File: src/common/sap_macros.svh
`ifndef SAP_MACROS_SVH
`define SAP_MACROS_SVH

// Word and address widths
`define SAP_DATA_W 8
`define SAP_ADDR_W 4
`define SAP_MEM_DEPTH 16

// Operand locations used by the ADD and SUB programs
`define SAP_ADDR_B 14
`define SAP_ADDR_A 15

// Status frame
`define SAP_SPI_FRAME_W 40
`define SAP_SPI_CLK_DIV 4 // clk cycles per sclk half period

`endif

File: src/common/cpu_pkg.sv
`include "sap_macros.svh"

package cpu_pkg;

    typedef enum logic [3:0] {
        OP_LDA = 4'h0,
        OP_ADD = 4'h1,
        OP_SUB = 4'h2,
        OP_SNG = 4'h3,
        OP_OUT = 4'hE,
        OP_HLT = 4'hF
    } opcode_e;

    typedef struct packed {
        opcode_e                opcode;
        logic [`SAP_ADDR_W-1:0] operand;
    } instr_t;

    // IR sees an instruction, A and B see a byte
    typedef union packed {
        instr_t                 instr;
        logic [`SAP_DATA_W-1:0] data;
    } mem_word_u;

    typedef enum logic [2:0] {T0, T1, T2, T3, T4, T5} step_t;

    typedef struct packed {
        logic pc_inc;
        logic pc_en;    // PC drives bus
        logic mar_load;
        logic mem_en;   // Memory drives bus
        logic ir_load;
        logic ir_en;    // IR operand drives bus
        logic a_load;
        logic b_load;
        logic alu_sub;
        logic alu_en;   // Adder drives bus
        logic acc_load;
        logic out_load;
        logic sng_en;
    } ctrl_word_t;

endpackage

File: src/common/io_pkg.sv
`include "sap_macros.svh"

package io_pkg;

    typedef enum logic [1:0] {PROG_ADD, PROG_SUB, PROG_SNG} prog_sel_e;

    typedef struct packed {
        prog_sel_e              prog_sel;
        logic [`SAP_DATA_W-1:0] operand_a;
        logic [`SAP_DATA_W-1:0] operand_b;
        logic [3:0]             song;
    } host_cmd_t;

    typedef struct packed {
        logic [`SAP_DATA_W-1:0] value;
        logic                   overflow;
        logic                   underflow;
    } run_result_t;

    // Shifted out MSB first
    typedef struct packed {
        logic [`SAP_DATA_W-1:0] a;
        logic [`SAP_DATA_W-1:0] b;
        logic [`SAP_DATA_W-1:0] acc;
        logic [`SAP_DATA_W-1:0] pc;
        logic                   song_valid;
        logic [3:0]             song;
        logic [2:0]             step;
    } spi_frame_t;

endpackage

File: src/rtl/program_ram.sv
`timescale 1ns/100ps
`include "sap_macros.svh"

module program_ram (
    input  logic                   clk,
    input  logic                   reset,
    input  logic                   req0,
    input  logic [`SAP_ADDR_W-1:0] addr0,
    input  logic                   we0,
    input  cpu_pkg::mem_word_u     wdata0,
    output logic                   ack0,
    output cpu_pkg::mem_word_u     rdata0,
    input  logic                   req1,
    input  logic [`SAP_ADDR_W-1:0] addr1,
    input  logic                   we1,
    input  cpu_pkg::mem_word_u     wdata1,
    output logic                   ack1,
    output cpu_pkg::mem_word_u     rdata1
);
    cpu_pkg::mem_word_u mem [`SAP_MEM_DEPTH];
    cpu_pkg::mem_word_u rd_q;
    logic busy;
    logic sel;   // Granted port
    logic serve; // Access cycle one after the grant

    assign serve = busy && !(sel ? ack1 : ack0);

    always_ff @(posedge clk or posedge reset) begin
        if (reset) begin
            busy <= 1'b0;
            sel  <= 1'b0;
            ack0 <= 1'b0;
            ack1 <= 1'b0;
        end else if (!busy) begin
            if (req0 || req1) begin
                busy <= 1'b1;
                sel  <= !req0; // Loader wins ties
            end
        end else if (serve) begin
            ack0 <= !sel;
            ack1 <= sel;
        end else if (!(sel ? req1 : req0)) begin
            ack0 <= 1'b0;
            ack1 <= 1'b0;
            busy <= 1'b0;
        end
    end

    always_ff @(posedge clk) begin
        if (serve) begin
            if (sel ? we1 : we0)
                mem[sel ? addr1 : addr0] <= sel ? wdata1 : wdata0;
            rd_q <= mem[sel ? addr1 : addr0];
        end
    end

    assign rdata0 = rd_q;
    assign rdata1 = rd_q;

    single_ack: assert property (@(posedge clk) disable iff (reset) !(ack0 && ack1));
endmodule

File: src/rtl/program_loader.sv
`timescale 1ns/100ps
`include "sap_macros.svh"

module program_loader (
    input  logic                   clk,
    input  logic                   reset,
    input  logic                   run_req,
    input  io_pkg::host_cmd_t      cmd,
    input  logic                   frame_done,
    output logic                   run_ack,
    output logic                   run,
    output logic                   mem_req,
    output logic [`SAP_ADDR_W-1:0] mem_addr,
    output cpu_pkg::mem_word_u     mem_wdata,
    input  logic                   mem_ack
);
    typedef enum logic [1:0] {L_IDLE, L_REQ, L_DROP, L_RUN} load_state_e;

    load_state_e state;
    io_pkg::host_cmd_t cmd_q;
    logic [2:0] idx;
    logic last;

    function automatic cpu_pkg::mem_word_u op_word(cpu_pkg::opcode_e op, int arg);
        cpu_pkg::mem_word_u w;
        w.instr.opcode  = op;
        w.instr.operand = `SAP_ADDR_W'(arg);
        return w;
    endfunction

    // Word list in address order
    always_comb begin
        mem_addr = `SAP_ADDR_W'(idx);
        last     = (idx == 3'd6);
        case (idx)
            3'd0: mem_wdata = op_word(cpu_pkg::OP_LDA, `SAP_ADDR_A);
            3'd1: mem_wdata = op_word((cmd_q.prog_sel == io_pkg::PROG_SUB) ?
                                      cpu_pkg::OP_SUB : cpu_pkg::OP_ADD, `SAP_ADDR_B);
            3'd2: mem_wdata = op_word(cpu_pkg::OP_OUT, 0);
            3'd3: mem_wdata = op_word(cpu_pkg::OP_SNG, 0);
            3'd4: mem_wdata = op_word(cpu_pkg::OP_HLT, 0);
            3'd5: begin
                mem_addr       = `SAP_ADDR_W'(`SAP_ADDR_B);
                mem_wdata.data = cmd_q.operand_b;
            end
            default: begin
                mem_addr       = `SAP_ADDR_W'(`SAP_ADDR_A);
                mem_wdata.data = cmd_q.operand_a;
            end
        endcase
        if (cmd_q.prog_sel == io_pkg::PROG_SNG) begin
            last      = (idx == 3'd1);
            mem_wdata = (idx == 3'd0) ? op_word(cpu_pkg::OP_SNG, cmd_q.song)
                                      : op_word(cpu_pkg::OP_HLT, 0);
        end
    end

    always_ff @(posedge clk) begin
        if (state == L_IDLE && run_req)
            cmd_q <= cmd;
    end

    always_ff @(posedge clk or posedge reset) begin
        if (reset) begin
            state   <= L_IDLE;
            idx     <= '0;
            run_ack <= 1'b0;
        end else begin
            case (state)
                L_IDLE: if (run_req) begin
                    idx   <= '0;
                    state <= L_REQ;
                end
                L_REQ: if (mem_ack) state <= L_DROP;
                L_DROP: if (!mem_ack) begin
                    idx   <= idx + 3'd1;
                    state <= last ? L_RUN : L_REQ;
                end
                default: begin
                    run_ack <= frame_done;
                    if (!run_req) begin
                        run_ack <= 1'b0;
                        state   <= L_IDLE;
                    end
                end
            endcase
        end
    end

    assign mem_req = (state == L_REQ);
    assign run     = (state == L_RUN);

    req_held_to_ack: assert property (@(posedge clk) disable iff (reset)
        mem_req && !mem_ack |=> mem_req);
endmodule

File: src/cpu/sap_controller.sv
`timescale 1ns/100ps

module sap_controller (
    input  logic                clk,
    input  logic                reset,
    input  logic                run,
    input  cpu_pkg::instr_t     ir,
    output cpu_pkg::ctrl_word_t ctrl,
    output logic                clear_regs,
    output logic                halted,
    output cpu_pkg::step_t      step,
    output logic                mem_req,
    input  logic                mem_ack
);
    typedef enum logic [1:0] {M_IDLE, M_REQ, M_DROP} mem_state_e;

    mem_state_e m_state;
    logic run_q;
    logic active;
    logic mem_step;
    logic mem_strobe;
    logic hlt_now;
    logic advance;

    assign clear_regs = run & ~run_q;
    assign active     = run & run_q & ~halted;
    assign hlt_now    = (step == cpu_pkg::T3) && (ir.opcode == cpu_pkg::OP_HLT);
    assign mem_step   = (step == cpu_pkg::T2) || ((step == cpu_pkg::T4) &&
                        (ir.opcode inside {cpu_pkg::OP_LDA, cpu_pkg::OP_ADD, cpu_pkg::OP_SUB}));
    assign mem_req    = (m_state == M_REQ);
    assign mem_strobe = (m_state == M_REQ) && mem_ack; // rdata valid this cycle
    // Memory steps move on once ack has fallen again
    assign advance    = active && !hlt_now && (!mem_step || (m_state == M_DROP && !mem_ack));

    always_comb begin
        ctrl = '0;
        if (active) begin
            case (step)
                cpu_pkg::T0: begin
                    ctrl.pc_en    = 1'b1;
                    ctrl.mar_load = 1'b1;
                end
                cpu_pkg::T1: ctrl.pc_inc = 1'b1;
                cpu_pkg::T2: begin
                    ctrl.mem_en  = mem_strobe;
                    ctrl.ir_load = mem_strobe;
                end
                cpu_pkg::T3: begin
                    case (ir.opcode)
                        cpu_pkg::OP_LDA, cpu_pkg::OP_ADD, cpu_pkg::OP_SUB: begin
                            ctrl.ir_en    = 1'b1;
                            ctrl.mar_load = 1'b1;
                        end
                        cpu_pkg::OP_SNG: ctrl.sng_en   = 1'b1;
                        cpu_pkg::OP_OUT: ctrl.out_load = 1'b1;
                        default: ;
                    endcase
                end
                cpu_pkg::T4: begin
                    ctrl.mem_en = mem_strobe;
                    ctrl.a_load = mem_strobe && (ir.opcode == cpu_pkg::OP_LDA);
                    ctrl.b_load = mem_strobe && (ir.opcode != cpu_pkg::OP_LDA);
                end
                cpu_pkg::T5: begin
                    ctrl.alu_en   = (ir.opcode inside {cpu_pkg::OP_ADD, cpu_pkg::OP_SUB});
                    ctrl.acc_load = ctrl.alu_en;
                    ctrl.alu_sub  = (ir.opcode == cpu_pkg::OP_SUB);
                end
                default: ;
            endcase
        end
    end

    always_ff @(posedge clk or posedge reset) begin
        if (reset) begin
            run_q   <= 1'b0;
            step    <= cpu_pkg::T0;
            halted  <= 1'b0;
            m_state <= M_IDLE;
        end else begin
            run_q <= run;
            if (!run) begin
                step    <= cpu_pkg::T0;
                halted  <= 1'b0;
                m_state <= M_IDLE;
            end else begin
                if (active && hlt_now)
                    halted <= 1'b1; // Step stays at T3
                if (advance)
                    step <= (step == cpu_pkg::T5) ? cpu_pkg::T0 : cpu_pkg::step_t'(step + 3'd1);
                case (m_state)
                    M_IDLE:  if (active && mem_step) m_state <= M_REQ;
                    M_REQ:   if (mem_ack) m_state <= M_DROP;
                    default: if (!mem_ack) m_state <= M_IDLE;
                endcase
            end
        end
    end

    step_in_range: assert property (@(posedge clk) disable iff (reset) step <= cpu_pkg::T5);
endmodule

File: src/cpu/sap_datapath.sv
`timescale 1ns/100ps
`include "sap_macros.svh"

module sap_datapath (
    input  logic                   clk,
    input  logic                   reset,
    input  cpu_pkg::ctrl_word_t    ctrl,
    input  logic                   clear_regs,
    input  cpu_pkg::mem_word_u     mem_rdata,
    output logic [`SAP_ADDR_W-1:0] mem_addr,
    output cpu_pkg::instr_t        ir,
    output io_pkg::run_result_t    result,
    output io_pkg::spi_frame_t     frame,
    input  cpu_pkg::step_t         step
);
    logic [`SAP_ADDR_W-1:0] pc;
    logic [`SAP_ADDR_W-1:0] mar;
    logic [`SAP_DATA_W-1:0] a;
    logic [`SAP_DATA_W-1:0] b;
    logic [`SAP_DATA_W-1:0] acc;
    logic [`SAP_DATA_W-1:0] alu_val;
    logic [`SAP_DATA_W:0]   sum;
    logic [3:0] song;
    logic song_valid;
    logic ovf;
    logic unf;
    logic alu_ovf;
    logic alu_unf;
    cpu_pkg::mem_word_u bus;

    always_comb begin
        bus.data = '0;
        if (ctrl.mem_en)
            bus = mem_rdata;
        else if (ctrl.pc_en)
            bus.data = `SAP_DATA_W'(pc);
        else if (ctrl.ir_en)
            bus.data = `SAP_DATA_W'(ir.operand);
        else if (ctrl.alu_en)
            bus.data = alu_val;
    end

    // Saturating adder/subtractor
    always_comb begin
        sum     = {1'b0, a} + {1'b0, b};
        alu_ovf = 1'b0;
        alu_unf = 1'b0;
        if (ctrl.alu_sub) begin
            alu_unf = (a < b);
            alu_val = alu_unf ? '0 : a - b;
        end else begin
            alu_ovf = sum[`SAP_DATA_W];
            alu_val = alu_ovf ? '1 : sum[`SAP_DATA_W-1:0];
        end
    end

    always_ff @(posedge clk or posedge reset) begin
        if (reset) begin
            pc         <= '0;
            song_valid <= 1'b0;
        end else if (clear_regs) begin
            pc         <= '0;
            song_valid <= 1'b0;
        end else begin
            if (ctrl.pc_inc) pc <= pc + 1'b1;
            if (ctrl.sng_en) song_valid <= 1'b1;
        end
    end

    always_ff @(posedge clk) begin
        if (clear_regs) begin
            mar  <= '0;
            ir   <= '0;
            a    <= '0;
            b    <= '0;
            acc  <= '0;
            ovf  <= 1'b0;
            unf  <= 1'b0;
            song <= '0;
            result <= '0;
        end else begin
            if (ctrl.mar_load) mar <= bus.data[`SAP_ADDR_W-1:0];
            if (ctrl.ir_load) ir <= bus.instr;
            if (ctrl.a_load) a <= bus.data;
            if (ctrl.b_load) b <= bus.data;
            if (ctrl.acc_load) begin
                acc <= bus.data;
                ovf <= alu_ovf;
                unf <= alu_unf;
            end
            if (ctrl.sng_en) song <= ir.operand;
            if (ctrl.out_load) result <= '{value: acc, overflow: ovf, underflow: unf};
        end
    end

    assign mem_addr = mar;
    assign frame = '{a: a, b: b, acc: acc, pc: `SAP_DATA_W'(pc), song_valid: song_valid,
                     song: song, step: step};

    one_bus_driver: assert property (@(posedge clk) disable iff (reset)
        $onehot0({ctrl.pc_en, ctrl.mem_en, ctrl.ir_en, ctrl.alu_en}));
endmodule

File: src/rtl/spi_status_tx.sv
`timescale 1ns/100ps
`include "sap_macros.svh"

module spi_status_tx (
    input  logic               clk,
    input  logic               reset,
    input  logic               halted,
    input  logic               run,
    input  io_pkg::spi_frame_t frame,
    output logic               sclk,
    output logic               mosi,
    output logic               cs_n,
    output logic               frame_done
);
    localparam int DIV_W = $clog2(`SAP_SPI_CLK_DIV);
    localparam int BIT_W = $clog2(`SAP_SPI_FRAME_W);

    typedef enum logic [1:0] {S_IDLE, S_SHIFT, S_DONE} spi_state_e;

    spi_state_e state;
    logic [`SAP_SPI_FRAME_W-1:0] shreg;
    logic [DIV_W-1:0] div_cnt;
    logic [BIT_W-1:0] bit_cnt;
    logic halted_q;
    logic start;
    logic fall; // sclk about to go low

    assign start = (state == S_IDLE) && halted && !halted_q;
    assign fall  = (state == S_SHIFT) && sclk && (div_cnt == DIV_W'(`SAP_SPI_CLK_DIV - 1));

    always_ff @(posedge clk) begin
        if (start)
            shreg <= frame;
        else if (fall)
            shreg <= shreg << 1;
    end

    always_ff @(posedge clk or posedge reset) begin
        if (reset) begin
            state      <= S_IDLE;
            halted_q   <= 1'b0;
            div_cnt    <= '0;
            bit_cnt    <= '0;
            sclk       <= 1'b0;
            mosi       <= 1'b0;
            cs_n       <= 1'b1;
            frame_done <= 1'b0;
        end else begin
            halted_q <= halted;
            case (state)
                S_IDLE: if (start) begin
                    cs_n    <= 1'b0;
                    mosi    <= frame[`SAP_SPI_FRAME_W-1];
                    div_cnt <= '0;
                    bit_cnt <= '0;
                    state   <= S_SHIFT;
                end
                S_SHIFT: begin
                    div_cnt <= div_cnt + 1'b1;
                    if (div_cnt == DIV_W'(`SAP_SPI_CLK_DIV - 1)) begin
                        div_cnt <= '0;
                        sclk    <= ~sclk;
                    end
                    if (fall) begin
                        bit_cnt <= bit_cnt + 1'b1;
                        mosi    <= shreg[`SAP_SPI_FRAME_W-2];
                        if (bit_cnt == BIT_W'(`SAP_SPI_FRAME_W - 1)) begin
                            mosi       <= 1'b0;
                            cs_n       <= 1'b1;
                            frame_done <= 1'b1;
                            state      <= S_DONE;
                        end
                    end
                end
                default: if (!run) begin
                    frame_done <= 1'b0;
                    state      <= S_IDLE;
                end
            endcase
        end
    end
endmodule

File: src/rtl/sap_top.sv
`timescale 1ns/100ps
`include "sap_macros.svh"

module sap_top (
    input  logic                clk,
    input  logic                reset,
    input  logic                run_req,
    input  io_pkg::host_cmd_t   cmd,
    output logic                run_ack,
    output io_pkg::run_result_t result,
    output logic                sclk,
    output logic                mosi,
    output logic                cs_n
);
    logic run;
    logic frame_done;
    logic halted;
    logic clear_regs;
    logic ld_req;
    logic ld_ack;
    logic cpu_req;
    logic cpu_ack;
    logic [`SAP_ADDR_W-1:0] ld_addr;
    logic [`SAP_ADDR_W-1:0] cpu_addr;
    cpu_pkg::mem_word_u ld_wdata;
    cpu_pkg::mem_word_u cpu_rdata;
    cpu_pkg::instr_t ir;
    cpu_pkg::ctrl_word_t ctrl;
    cpu_pkg::step_t step;
    io_pkg::spi_frame_t frame;

    program_loader loader_i (
        .clk(clk), .reset(reset), .run_req(run_req), .cmd(cmd), .frame_done(frame_done),
        .run_ack(run_ack), .run(run), .mem_req(ld_req), .mem_addr(ld_addr),
        .mem_wdata(ld_wdata), .mem_ack(ld_ack)
    );

    // Port 0 only writes, port 1 only reads
    program_ram ram_i (
        .clk(clk), .reset(reset),
        .req0(ld_req), .addr0(ld_addr), .we0(1'b1), .wdata0(ld_wdata),
        .ack0(ld_ack), .rdata0(),
        .req1(cpu_req), .addr1(cpu_addr), .we1(1'b0), .wdata1('0),
        .ack1(cpu_ack), .rdata1(cpu_rdata)
    );

    sap_controller ctrl_i (
        .clk(clk), .reset(reset), .run(run), .ir(ir), .ctrl(ctrl), .clear_regs(clear_regs),
        .halted(halted), .step(step), .mem_req(cpu_req), .mem_ack(cpu_ack)
    );

    sap_datapath dp_i (
        .clk(clk), .reset(reset), .ctrl(ctrl), .clear_regs(clear_regs), .mem_rdata(cpu_rdata),
        .mem_addr(cpu_addr), .ir(ir), .result(result), .frame(frame), .step(step)
    );

    spi_status_tx spi_i (
        .clk(clk), .reset(reset), .halted(halted), .run(run), .frame(frame),
        .sclk(sclk), .mosi(mosi), .cs_n(cs_n), .frame_done(frame_done)
    );
endmodule

File: config.mk
export PLATFORM = sky130hd
export DESIGN_NAME = sap_top
export DESIGN_NICKNAME = d
export VERILOG_FILES = /design/src/common/cpu_pkg.sv /design/src/common/io_pkg.sv /design/src/rtl/program_ram.sv /design/src/rtl/program_loader.sv /design/src/cpu/sap_controller.sv /design/src/cpu/sap_datapath.sv /design/src/rtl/spi_status_tx.sv /design/src/rtl/sap_top.sv
export VERILOG_INCLUDE_DIRS = /design/src /design/src/common
export SDC_FILE = /design/constraint.sdc
export NUM_CORES = 1
export LEC_CHECK = 0
export ABC_AREA = 1
export ABC_CLOCK_PERIOD_IN_PS = 3800
export BUFFER_PORTS_ARGS = -buffer_cell sky130_fd_sc_hd__buf_2
export CAP_MARGIN = 20
export CORE_ASPECT_RATIO = 2
export CORE_MARGIN = 2
export CORE_UTILIZATION = 54
export CTS_CLUSTER_DIAMETER = 80
export DETAILED_ROUTE_END_ITERATION = 8
export GPL_TIMING_DRIVEN = 0
export PLACE_DENSITY = 0.69
export SYNTH_ARGS = -nofsm -noshare
export SYNTH_HDL_FRONTEND = slang
export SYNTH_SLANG_ARGS = --single-unit
File: constraint.sdc
create_clock -name clk -period 3.8 [get_ports clk]
set_input_delay 0.57 -clock clk [delete_from_list [all_inputs] [get_ports clk]]
set_output_delay 0.57 -clock clk [all_outputs]
set_load 0.01 [all_outputs]
==> results of run 1 <==
## metrics by stage
step | setup WS [ps] | std cells | area (um2) | total power [mW] | utilization
after global routing | 558.1 | 1839 | 14900 | 11.11 | 0.6153
final | 707.2 | 1839 | 14900 | 10.54 | 0.6153
after detailed placement | 755.8 | 1793 | 14130 | 8.164 | 0.5833
after CTS | 725.9 | 1838 | 14900 | 10.58 | 0.6150
after floorplan | 1158 | 1456 | 13470 | 6.890 | -
after global placement | 623.8 | 1784 | 14030 | 8.007 | 0.5791
## placed cells by master, fill, tap and decap left out, types with 3 or more instances in the layout
cell type	netlist	final
nand2_1	326	326
edfxtp_1	193	193
nand3_1	173	173
inv_1	148	148
a21oi_1	142	142
conb_1	1	72
buf_2	22	62
nor2_1	57	57
o21ai_0	56	56
dfxtp_1	56	56
dfrtp_1	36	36
ha_1	25	25
clkbuf_16	0	25
clkbuf_1	17	21
nand4_1	17	17
buf_4	10	14
nor3_1	14	13
inv_2	10	10
nand2_2	9	9
nor2_4	7	7
o211ai_1	7	7
clkinv_2	0	7
clkinv_1	2	5
xor2_1	5	5
o21a_1	5	5
nor2_2	4	4
buf_6	2	4
nor4_1	3	3
nand3_2	3	3
## cell families after synthesis
kind of cell               after synthesis  share of synthesized area
and+or+nand+nor                        627                     0.2157
DFF                                    286                     0.5939
AOI/OAI and AO/OA                      226                    0.09274
buffers and inverters                  212                    0.06669
adders and majority gates               27                    0.02671
xor gates and xnor gates                 6                   0.003979
other                                    1                  0.0002839
## worst register-to-register path, cell delays in order (launching register included)
cell,delay (ps)
dfrtp_1,420
inv_1,140
ha_1,250
nand2_2,100
nand3_1,100
nand4_1,130
o21ai_2,150
buf_6,190
buf_4,180
nand2_1,110
nor4_2,940
## report_power, final
part	leakage, nW	total [mW]	internal [mW]	switching [mW]
clock network	0.378	2.42	1.32	1.11
logic	3.35	3.67	1.04	2.63
registers	2.72	4.44	4.25	0.199
## worst max-delay path by stage
stage          slack, ps                         from                          end  cells past startpoint
2_1_floorplan       1160                      run_req  loader_i.idx[2]$_DFFE_PP0P_                      6
3_3_place_gp         620                      run_req  loader_i.idx[2]$_DFFE_PP0P_                      7
3_5_place_dp         760  loader_i.idx[1]$_DFFE_PP0P_    ram_i.mem[4][3]$_DFFE_PP_                     10
4_1_cts              730  loader_i.idx[1]$_DFFE_PP0P_    ram_i.mem[4][3]$_DFFE_PP_                     10
5_1_grt              560  loader_i.idx[1]$_DFFE_PP0P_    ram_i.mem[4][3]$_DFFE_PP_                     10
6_report             710  loader_i.idx[1]$_DFFE_PP0P_    ram_i.mem[4][0]$_DFFE_PP_                     10
## flip-flops by register name, indices dropped and copies added, names as in the netlist, 6 cells and up
signal and count:
ram_i.mem 128, spi_i.shreg 39, loader_i.cmd_q 22, dp_i.result 10, dp_i.a 8, dp_i.acc 8, dp_i.b 8, dp_i.ir 8
ram_i.rdata0 8, spi_i.bit_cnt 6
## per-layer routing
metal  part of all wire  GRT usage  wire length (um)  vias up
li1                   -          -                 -     4913
met1               0.42     0.3152             12640     4775
met2               0.50     0.4047             15120      345
met3              0.053    0.02313              1600       76
met4              0.034    0.09087              1022        0
met5                  0          0                 0        -
## cell type report
| class | count | area, um2 |
|---|---|---|
| Multi-Input combinational cell | 958 | 4761 |
| Timing Repair Buffer | 48 | 287.8 |
| Fill cell | 2067 | 9318 |
| Clock buffer | 31 | 668.1 |
| Buffer | 51 | 271.5 |
| Sequential cell | 286 | 7844 |
| Inverter | 161 | 609.3 |
| Tap cell | 290 | 362.8 |
| Clock inverter | 14 | 100.1 |
==> summary.md, run 1 <==
| Metric | Value |
|---|---|
| P_leak | 6.440 nW |
| Clk_skew | 13.50 ps |
| Max-cap viol count | 0 |
| Crit Path Max Fanout | 10 |
| # DRC | 0 |
| Yosys reg bits | 286 |
| Vias in the first global route | 9630 |
| Top cell type's share of synthesized area | 0.4388 |
| Setup tns final | 0 ps |
| Number of synthesized flops with an enable pin | 193 |
| Post-synth ARST share | 0.1294 |
| Worst VDD drop | 465.6 uV |
| Measured slew at the worst slew-check pin | 1146 ps |
| Setup Buffers After CTS | 0 |
| Worst hold path type | in -> async |
| RR Startpoint | loader_i.idx[1]$_DFFE_PP0P_ |
| CP arrival | 3240 ps |
| Endpoint type of the worst setup path | flip-flop |
| Power Density | 706.9 nW/um2 |
| Layout cells sized above 1 | 0.1110 |
| Req. time, crit path | 3940 ps |
| CP max stage delay | 940 ps |
| Clk buf depth | 3 |
| Final setup fails | 0 |
| Crit path launch type | flip-flop |
| Yosys top cell by area | edfxtp_1 |
| Sequential element share of the synthesized area | 0.5939 |
| Num CTS Buffers | 25 |
| CTS tree | done |
| Final HPWL DP | 22020 um |
| Layout Nets | 1583 |
| Final hold vios | 0 |
| Critical path, cell by cell | inv_1, ha_1, nand2_2, nand3_1, nand4_1, o21ai_2, buf_6, buf_4, nand2_1, nor4_2 |
| Root Driver | clkbuf_16 |
| Vias post-DR | 10110 |
| Starting Density | 0.5453 |
| RSZ-0062 raised after global routing | false |
| Min Tclk post-route | 3093 ps |
| Largest net degree at the start of global routing | 43 |
| Antenna-violating nets left | 0 |
| Clk slew on worst S/H paths | 60 ps |
| Die W | 114.6 um |
| Reg2reg end | ram_i.mem[4][0]$_DFFE_PP_ |
| Max-slew headroom | 0.2293 |
| Worst Setup Path Type | reg -> reg |
| # resized after CTS | 0 |
| Drt wl/cell | 16.52 um |
| Yosys cell types | 53 |
| R2r worst-path depth | 10 |
| Avg Vias per Cell | 5.497 |
| Iteration-0 DRC Markers | 778 |
| Worst path bufs/invs | 3 |
| CP top delay family | simple AND/OR/NAND/NOR gates |
| Worst hold margin | 129.4 ps |
| Post-Syn Instances | 1385 |
| Diode count | 0 |
| Total clock sinks | 286 |
| First-pass GRT wire length | 48420 um |
| CTS Hold Bufs | 0 |
| Crit share post-route | 0.8139 |
| Ys flop type | edfxtp_1 |
| Reg-to-reg slack, setup | 710 ps |
| GPL Wtd Cong | 0.9624 |
| Drt first pass iters | 7 |
| Later-pin clock latency in the skew report | 540 ps |
| Buffers on Ports | 38 |
| Dominant cell by count in the synthesized netlist | nand2_1 |
| Slowest-stage cell, CP | nor4_2 |
| Routed WL | 30380 um |
| Initial antenna violation count | 0 |
| Mapped Area | 13210 um2 |
| Pins Over Slew Limit | 0 |
| Remaining Overflow, GRT | 0 |
| # rows | 81 |
| YS warnings | 0 |
| IO Count | 39 |
| Die Y | 225.2 um |
| GR Util All Layers | 0.2385 |
| List of most frequent post-synthesis cells | nand2_1 (326), edfxtp_1 (193), nand3_1 (173), inv_1 (148), a21oi_1 (142) |
| Ranking of synthesized cells by area | edfxtp_1 (44%), nand2_1 (9.3%), dfxtp_1 (8.5%), dfrtp_1 (6.8%), nand3_1 (6.6%) |
| Area Overhead vs Synth | 12.85% |
| Mean Syn Cell Area | 9.536 um2 |
| Highest clock rate | 0.3233 GHz |
| Outcome | finished, final reports clean |
| Depth of the CTS H-tree | 1 |
| Die area | 25800 um2 |
| Core footprint | 24220 um2 |
No activity file was read; power rests on OpenSTA's default activity.
==> inputs of run 2 (changes only) <==
--- a/config.mk
+++ b/config.mk
@@ -6,8 +6,8 @@
 export SDC_FILE = /design/constraint.sdc
 export NUM_CORES = 1
 export LEC_CHECK = 0
-export ABC_AREA = 1
-export ABC_CLOCK_PERIOD_IN_PS = 3800
+export ABC_AREA = 0
+export ABC_CLOCK_PERIOD_IN_PS = 2500
 export BUFFER_PORTS_ARGS = -buffer_cell sky130_fd_sc_hd__buf_2
 export CAP_MARGIN = 20
 export CORE_ASPECT_RATIO = 2
@@ -16,7 +16,7 @@
 export CTS_CLUSTER_DIAMETER = 80
 export DETAILED_ROUTE_END_ITERATION = 8
 export GPL_TIMING_DRIVEN = 0
-export PLACE_DENSITY = 0.69
+export PLACE_DENSITY = 0.71
 export SYNTH_ARGS = -nofsm -noshare
 export SYNTH_HDL_FRONTEND = slang
 export SYNTH_SLANG_ARGS = --single-unit
==> constraint.sdc (replaced) <==
create_clock -name clk -period 2.5 [get_ports clk]
set_input_delay 0.375 -clock clk [delete_from_list [all_inputs] [get_ports clk]]
set_output_delay 0.375 -clock clk [all_outputs]
set_load 0.01 [all_outputs]
==> run 2 against run 1 <==
The flow now finishes with violations (hold timing). Combinational power increased by 38%. Register-to-register slack worse by 690 ps. Synthesized cell count down 29%. Sequential share of layout area is 1.4 points lower. Via count is 14% lower. Die area decreased by 3.2%. Non-clock buffer count up 40. Synthesized area is 3.2% lower. Utilization rose by 4.4 points. Setup slack got worse by 690 ps. Cell count decreased by 20%. Clock skew shrank 3.6 ps. Critical path type unchanged. Critical endpoint is now ram_i.rdata0[1]$_DFFE_PP_. Largest power group unchanged.
==> summary.md, run 2 <==
| Metric | Value |
|---|---|
| Commonest non-fill, non-tap cell in the layout | edfxtp_1 |
| Simple logic cell fraction of the synthesized area | 0.1137 (-0.1020) |
| Ys flop type | edfxtp_1 |
| Antenna-violating nets left | 0 (unchanged) |
| Top cell type's share of synthesized area | 0.4535 (+0.01469) |
| Diode count | 0 (unchanged) |
| Later-pin clock latency in the skew report | 540 ps (about the same) |
| Placement Setup Slack | -863.7 ps (-1619 ps) |
| Synth Area in Compound Gates | 0.1150 (+0.02229) |
| Failing checks | hold timing |
| Multi-input gate area | 5077 um2 (+6.6%) |
| Total clock sinks | 286 (unchanged) |
| Power Total | 15.85 mW (+50%) |
| Outcome | finished with violations |
| Crit share post-route | 0.9948 (+0.1809) |
| Buffers on Ports | 38 (unchanged) |
| Die Y | 221.6 um (-1.6%) |
| Mean Syn Cell Area | 12.95 um2 (+36%) |
| Fillers | 1706 (-17%) |
| Die W | 112.8 um (-1.6%) |
| Req. time, crit path | 2770 ps (-1170 ps) |
| Final setup fails | 0 (unchanged) |
| P_leak | 5.770 nW (-10%) |
| Yosys cell types | 81 (+53%) |
| CTS tree | done |
| List of most frequent post-synthesis cells | edfxtp_1 (193), nand2_1 (109), a21oi_1 (71), nor2_1 (59), dfxtp_1 (56) |
| Power Density | 1035 nW/um2 (+46%) |
| Layout cells sized above 1 | 0.2008 (+0.08980) |
| Final HPWL DP | 22410 um (+1.8%) |
| Sequential cell area | 7851 um2 (about the same) |
| RSZ-0062 raised after global routing | true |
| Clk_skew | 9.872 ps (-3.627 ps) |
| Synth Area in XOR/XNOR | 0.01028 (+0.006301) |
| Post-synth ARST share | 0.1294 (unchanged) |
| Ranking of synthesized cells by area | edfxtp_1 (45%), dfxtp_1 (8.8%), dfrtp_1 (7.0%), mux4_1 (4.7%), nand2_1 (3.2%) |
| Largest net degree at the start of global routing | 38 (-12%) |
| Max-slew headroom | 0.3701 (+0.1408) |
| Biggest register | ram_i.mem |
| Mapped Area | 12780 um2 (-3.2%) |
| Starting Density | 0.5502 (+0.004899) |
| Die area | 24990 um2 (-3.2%) |
| Worst hold path type | in -> async |
| IO Count | 39 (unchanged) |
| Endpoint type of the worst setup path | flip-flop |
| First-pass GRT wire length | 48780 um (+0.74%) |
| Number of synthesized flops with an enable pin | 193 (unchanged) |
| GPL Wtd Cong | 0.9436 (-2.0%) |
| Crit path launch type | flip-flop |
| Iteration-0 DRC Markers | 629 (-19%) |
| Most frequent cells in the layout | edfxtp_1 (193), nand2_1 (109), conb_1 (72) |
| Max-cap viol count | 0 (unchanged) |
| Min Tclk post-route | 2487 ps (-605.7 ps) |
| Drt first pass iters | 5 (-2) |
| Final hold vios | 11 (+11) |
| Sequential element share of the synthesized area | 0.6138 (+0.01989) |
| Vias post-DR | 8687 (-14%) |
| Remaining Overflow, GRT | 0 (unchanged) |
| Drt wl/cell | 21.58 um (+31%) |
| Yosys top cell by area | edfxtp_1 |
| Initial antenna violation count | 0 (unchanged) |
| Max reg flops | 128 (unchanged) |
| YS warnings | 0 (unchanged) |
| RR Startpoint | loader_i.idx[0]$_DFFE_PP0P_ |
| GR Util All Layers | 0.2571 (+0.01862) |
| Vias in the first global route | 8792 (-8.7%) |
| Pins Over Slew Limit | 0 (unchanged) |
| Dominant cell by count in the synthesized netlist | edfxtp_1 |
| CP arrival | 2760 ps (-480 ps) |
| Crit path from | loader_i.idx[0]$_DFFE_PP0P_ |
| # rows | 79 (-2.5%) |
| Routed WL | 31790 um (+4.6%) |
| Yosys reg bits | 286 (unchanged) |
| Num CTS Buffers | 25 (unchanged) |
| Worst Setup Path Type | reg -> reg |
| Layout Nets | 1223 (-23%) |
| Biggest regs | ram_i.mem x128, spi_i.shreg x39, loader_i.cmd_q x22 |
| Core footprint | 23230 um2 (-4.1%) |
| Depth of the CTS H-tree | 1 (unchanged) |
| Final worst slack | 12.92 ps (-694.3 ps) |
| Post-synthesis mux area share | 0.08753 (+0.08753) |
| Adder-cell area share of the yosys netlist | 0.02761 (+0.0008945) |
| Measured slew at the worst slew-check pin | 944.8 ps (-201.7 ps) |
| # DRC | 0 (unchanged) |
| Area Overhead vs Synth | 19.85% |
| Clk slew on worst S/H paths | 70 ps (about the same) |
| Avg Vias per Cell | 5.897 (+7.3%) |
| Highest clock rate | 0.4021 GHz (+24%) |
| Worst VDD drop | 804.7 uV (+73%) |
| Clk buf depth | 3 (unchanged) |
| Post-Syn Instances | 987 (-29%) |
| Root Driver | clkbuf_16 |
| Largest family of logic cells by synthesized area | compound AO/OA/AOI/OAI gates |
| Crit Path Max Fanout | 9 (-1) |
| Worst hold margin | -17.64 ps (-147.0 ps) |
-- run 2: cell type report --
cell class	count	area share
well taps	283	0.02312
flip-flops and latches	286	0.5126
clock inverters	21	0.01381
multi-input cells	688	0.3315
repair buffers	89	0.05081
plain buffers	50	0.01952
clock buffers	25	0.04085
inverters	31	0.007761
-- run 2: power breakdown --
group / total, mW / switching (mW) / internal [mW]
Sequential: 6.83 / 0.289 / 6.55
Combinational: 5.06 / 2.70 / 2.36
Clock: 3.96 / 1.71 / 2.25
Total: 15.9 / 4.70 / 11.2
-- run 2: metal layers --
layer | track usage | up-vias | part of all wire
met4 | 0.1876 | 0 | 0.084
met3 | 0.02980 | 123 | 0.031
met1 | 0.2568 | 4271 | 0.33
li1 | - | 4033 | -
met2 | 0.4767 | 260 | 0.55
met5 | 0 | - | 0
-- run 2: kinds of logic (layout without fill, tap and decap cells) --
kind of cell / count (synthesis) / after routing
adders and majority gates: 27 / 27
and+or+nand+nor: 290 / 290
buffers and inverters: 84 / 216
AOI/OAI and AO/OA: 221 / 221
DFF: 286 / 286
xor gates and xnor gates: 15 / 15
other: 1 / 72
muxes: 63 / 63
-- run 2: through the flow --
stage / instances / util / TNS, ps / area [um2] / hold slack (ps)
2_1_floorplan: 1058 / - / 0 / 13090 / 413.6
3_3_place_gp: 1379 / 0.5871 / -146490 / 13640 / 436.7
3_5_place_dp: 1385 / 0.5908 / -132600 / 13720 / 443.5
4_1_cts: 1471 / 0.6564 / -84.42 / 15250 / 2.260
5_1_grt: 1473 / 0.6594 / -2362 / 15320 / 12.43
6_report: 1473 / 0.6594 / 0 / 15320 / -17.64
-- run 2: path summary, 6_finish.rpt --
check,to,slack [ps],depth (start not counted)
worst max-delay path,ram_i.rdata0[1]$_DFFE_PP_,10,9
worst min-delay path,loader_i.state[0]$_DFFE_PP0P_,-20,2
worst max register to register,ram_i.rdata0[1]$_DFFE_PP_,10,9
worst min register to register,dp_i.result[5]$_SDFFE_PP0P_,450,2
max in group asynchronous,loader_i.idx[1]$_DFFE_PP0P_,1930,2
min in group clk,loader_i.cmd_q[3]$_DFFE_PP_,10,1
-- run 2: worst max-delay path, cell delays in order (launching register included) --
cell and delay (ps):
dfrtp_2 400, buf_4 160, inv_2 70, o21a_4 230, o21ai_4 160, buf_12 160
buf_12 160, mux4_2 530, mux2i_2 220, mux2i_1 120
-- run 2: timing repair --
| item | 4_1_cts | 5_1_grt |
|---|---|---|
| hold buffers | 12 | 0 |
| gates cloned | 2 | 0 |
| endpoints found under the setup margin | 254 | 168 |
| buffers inserted | 27 | 5 |
| pin swaps | 12 | 6 |
| endpoints found under the hold margin | 12 | 0 |
| gates resized for setup | 69 | 24 |
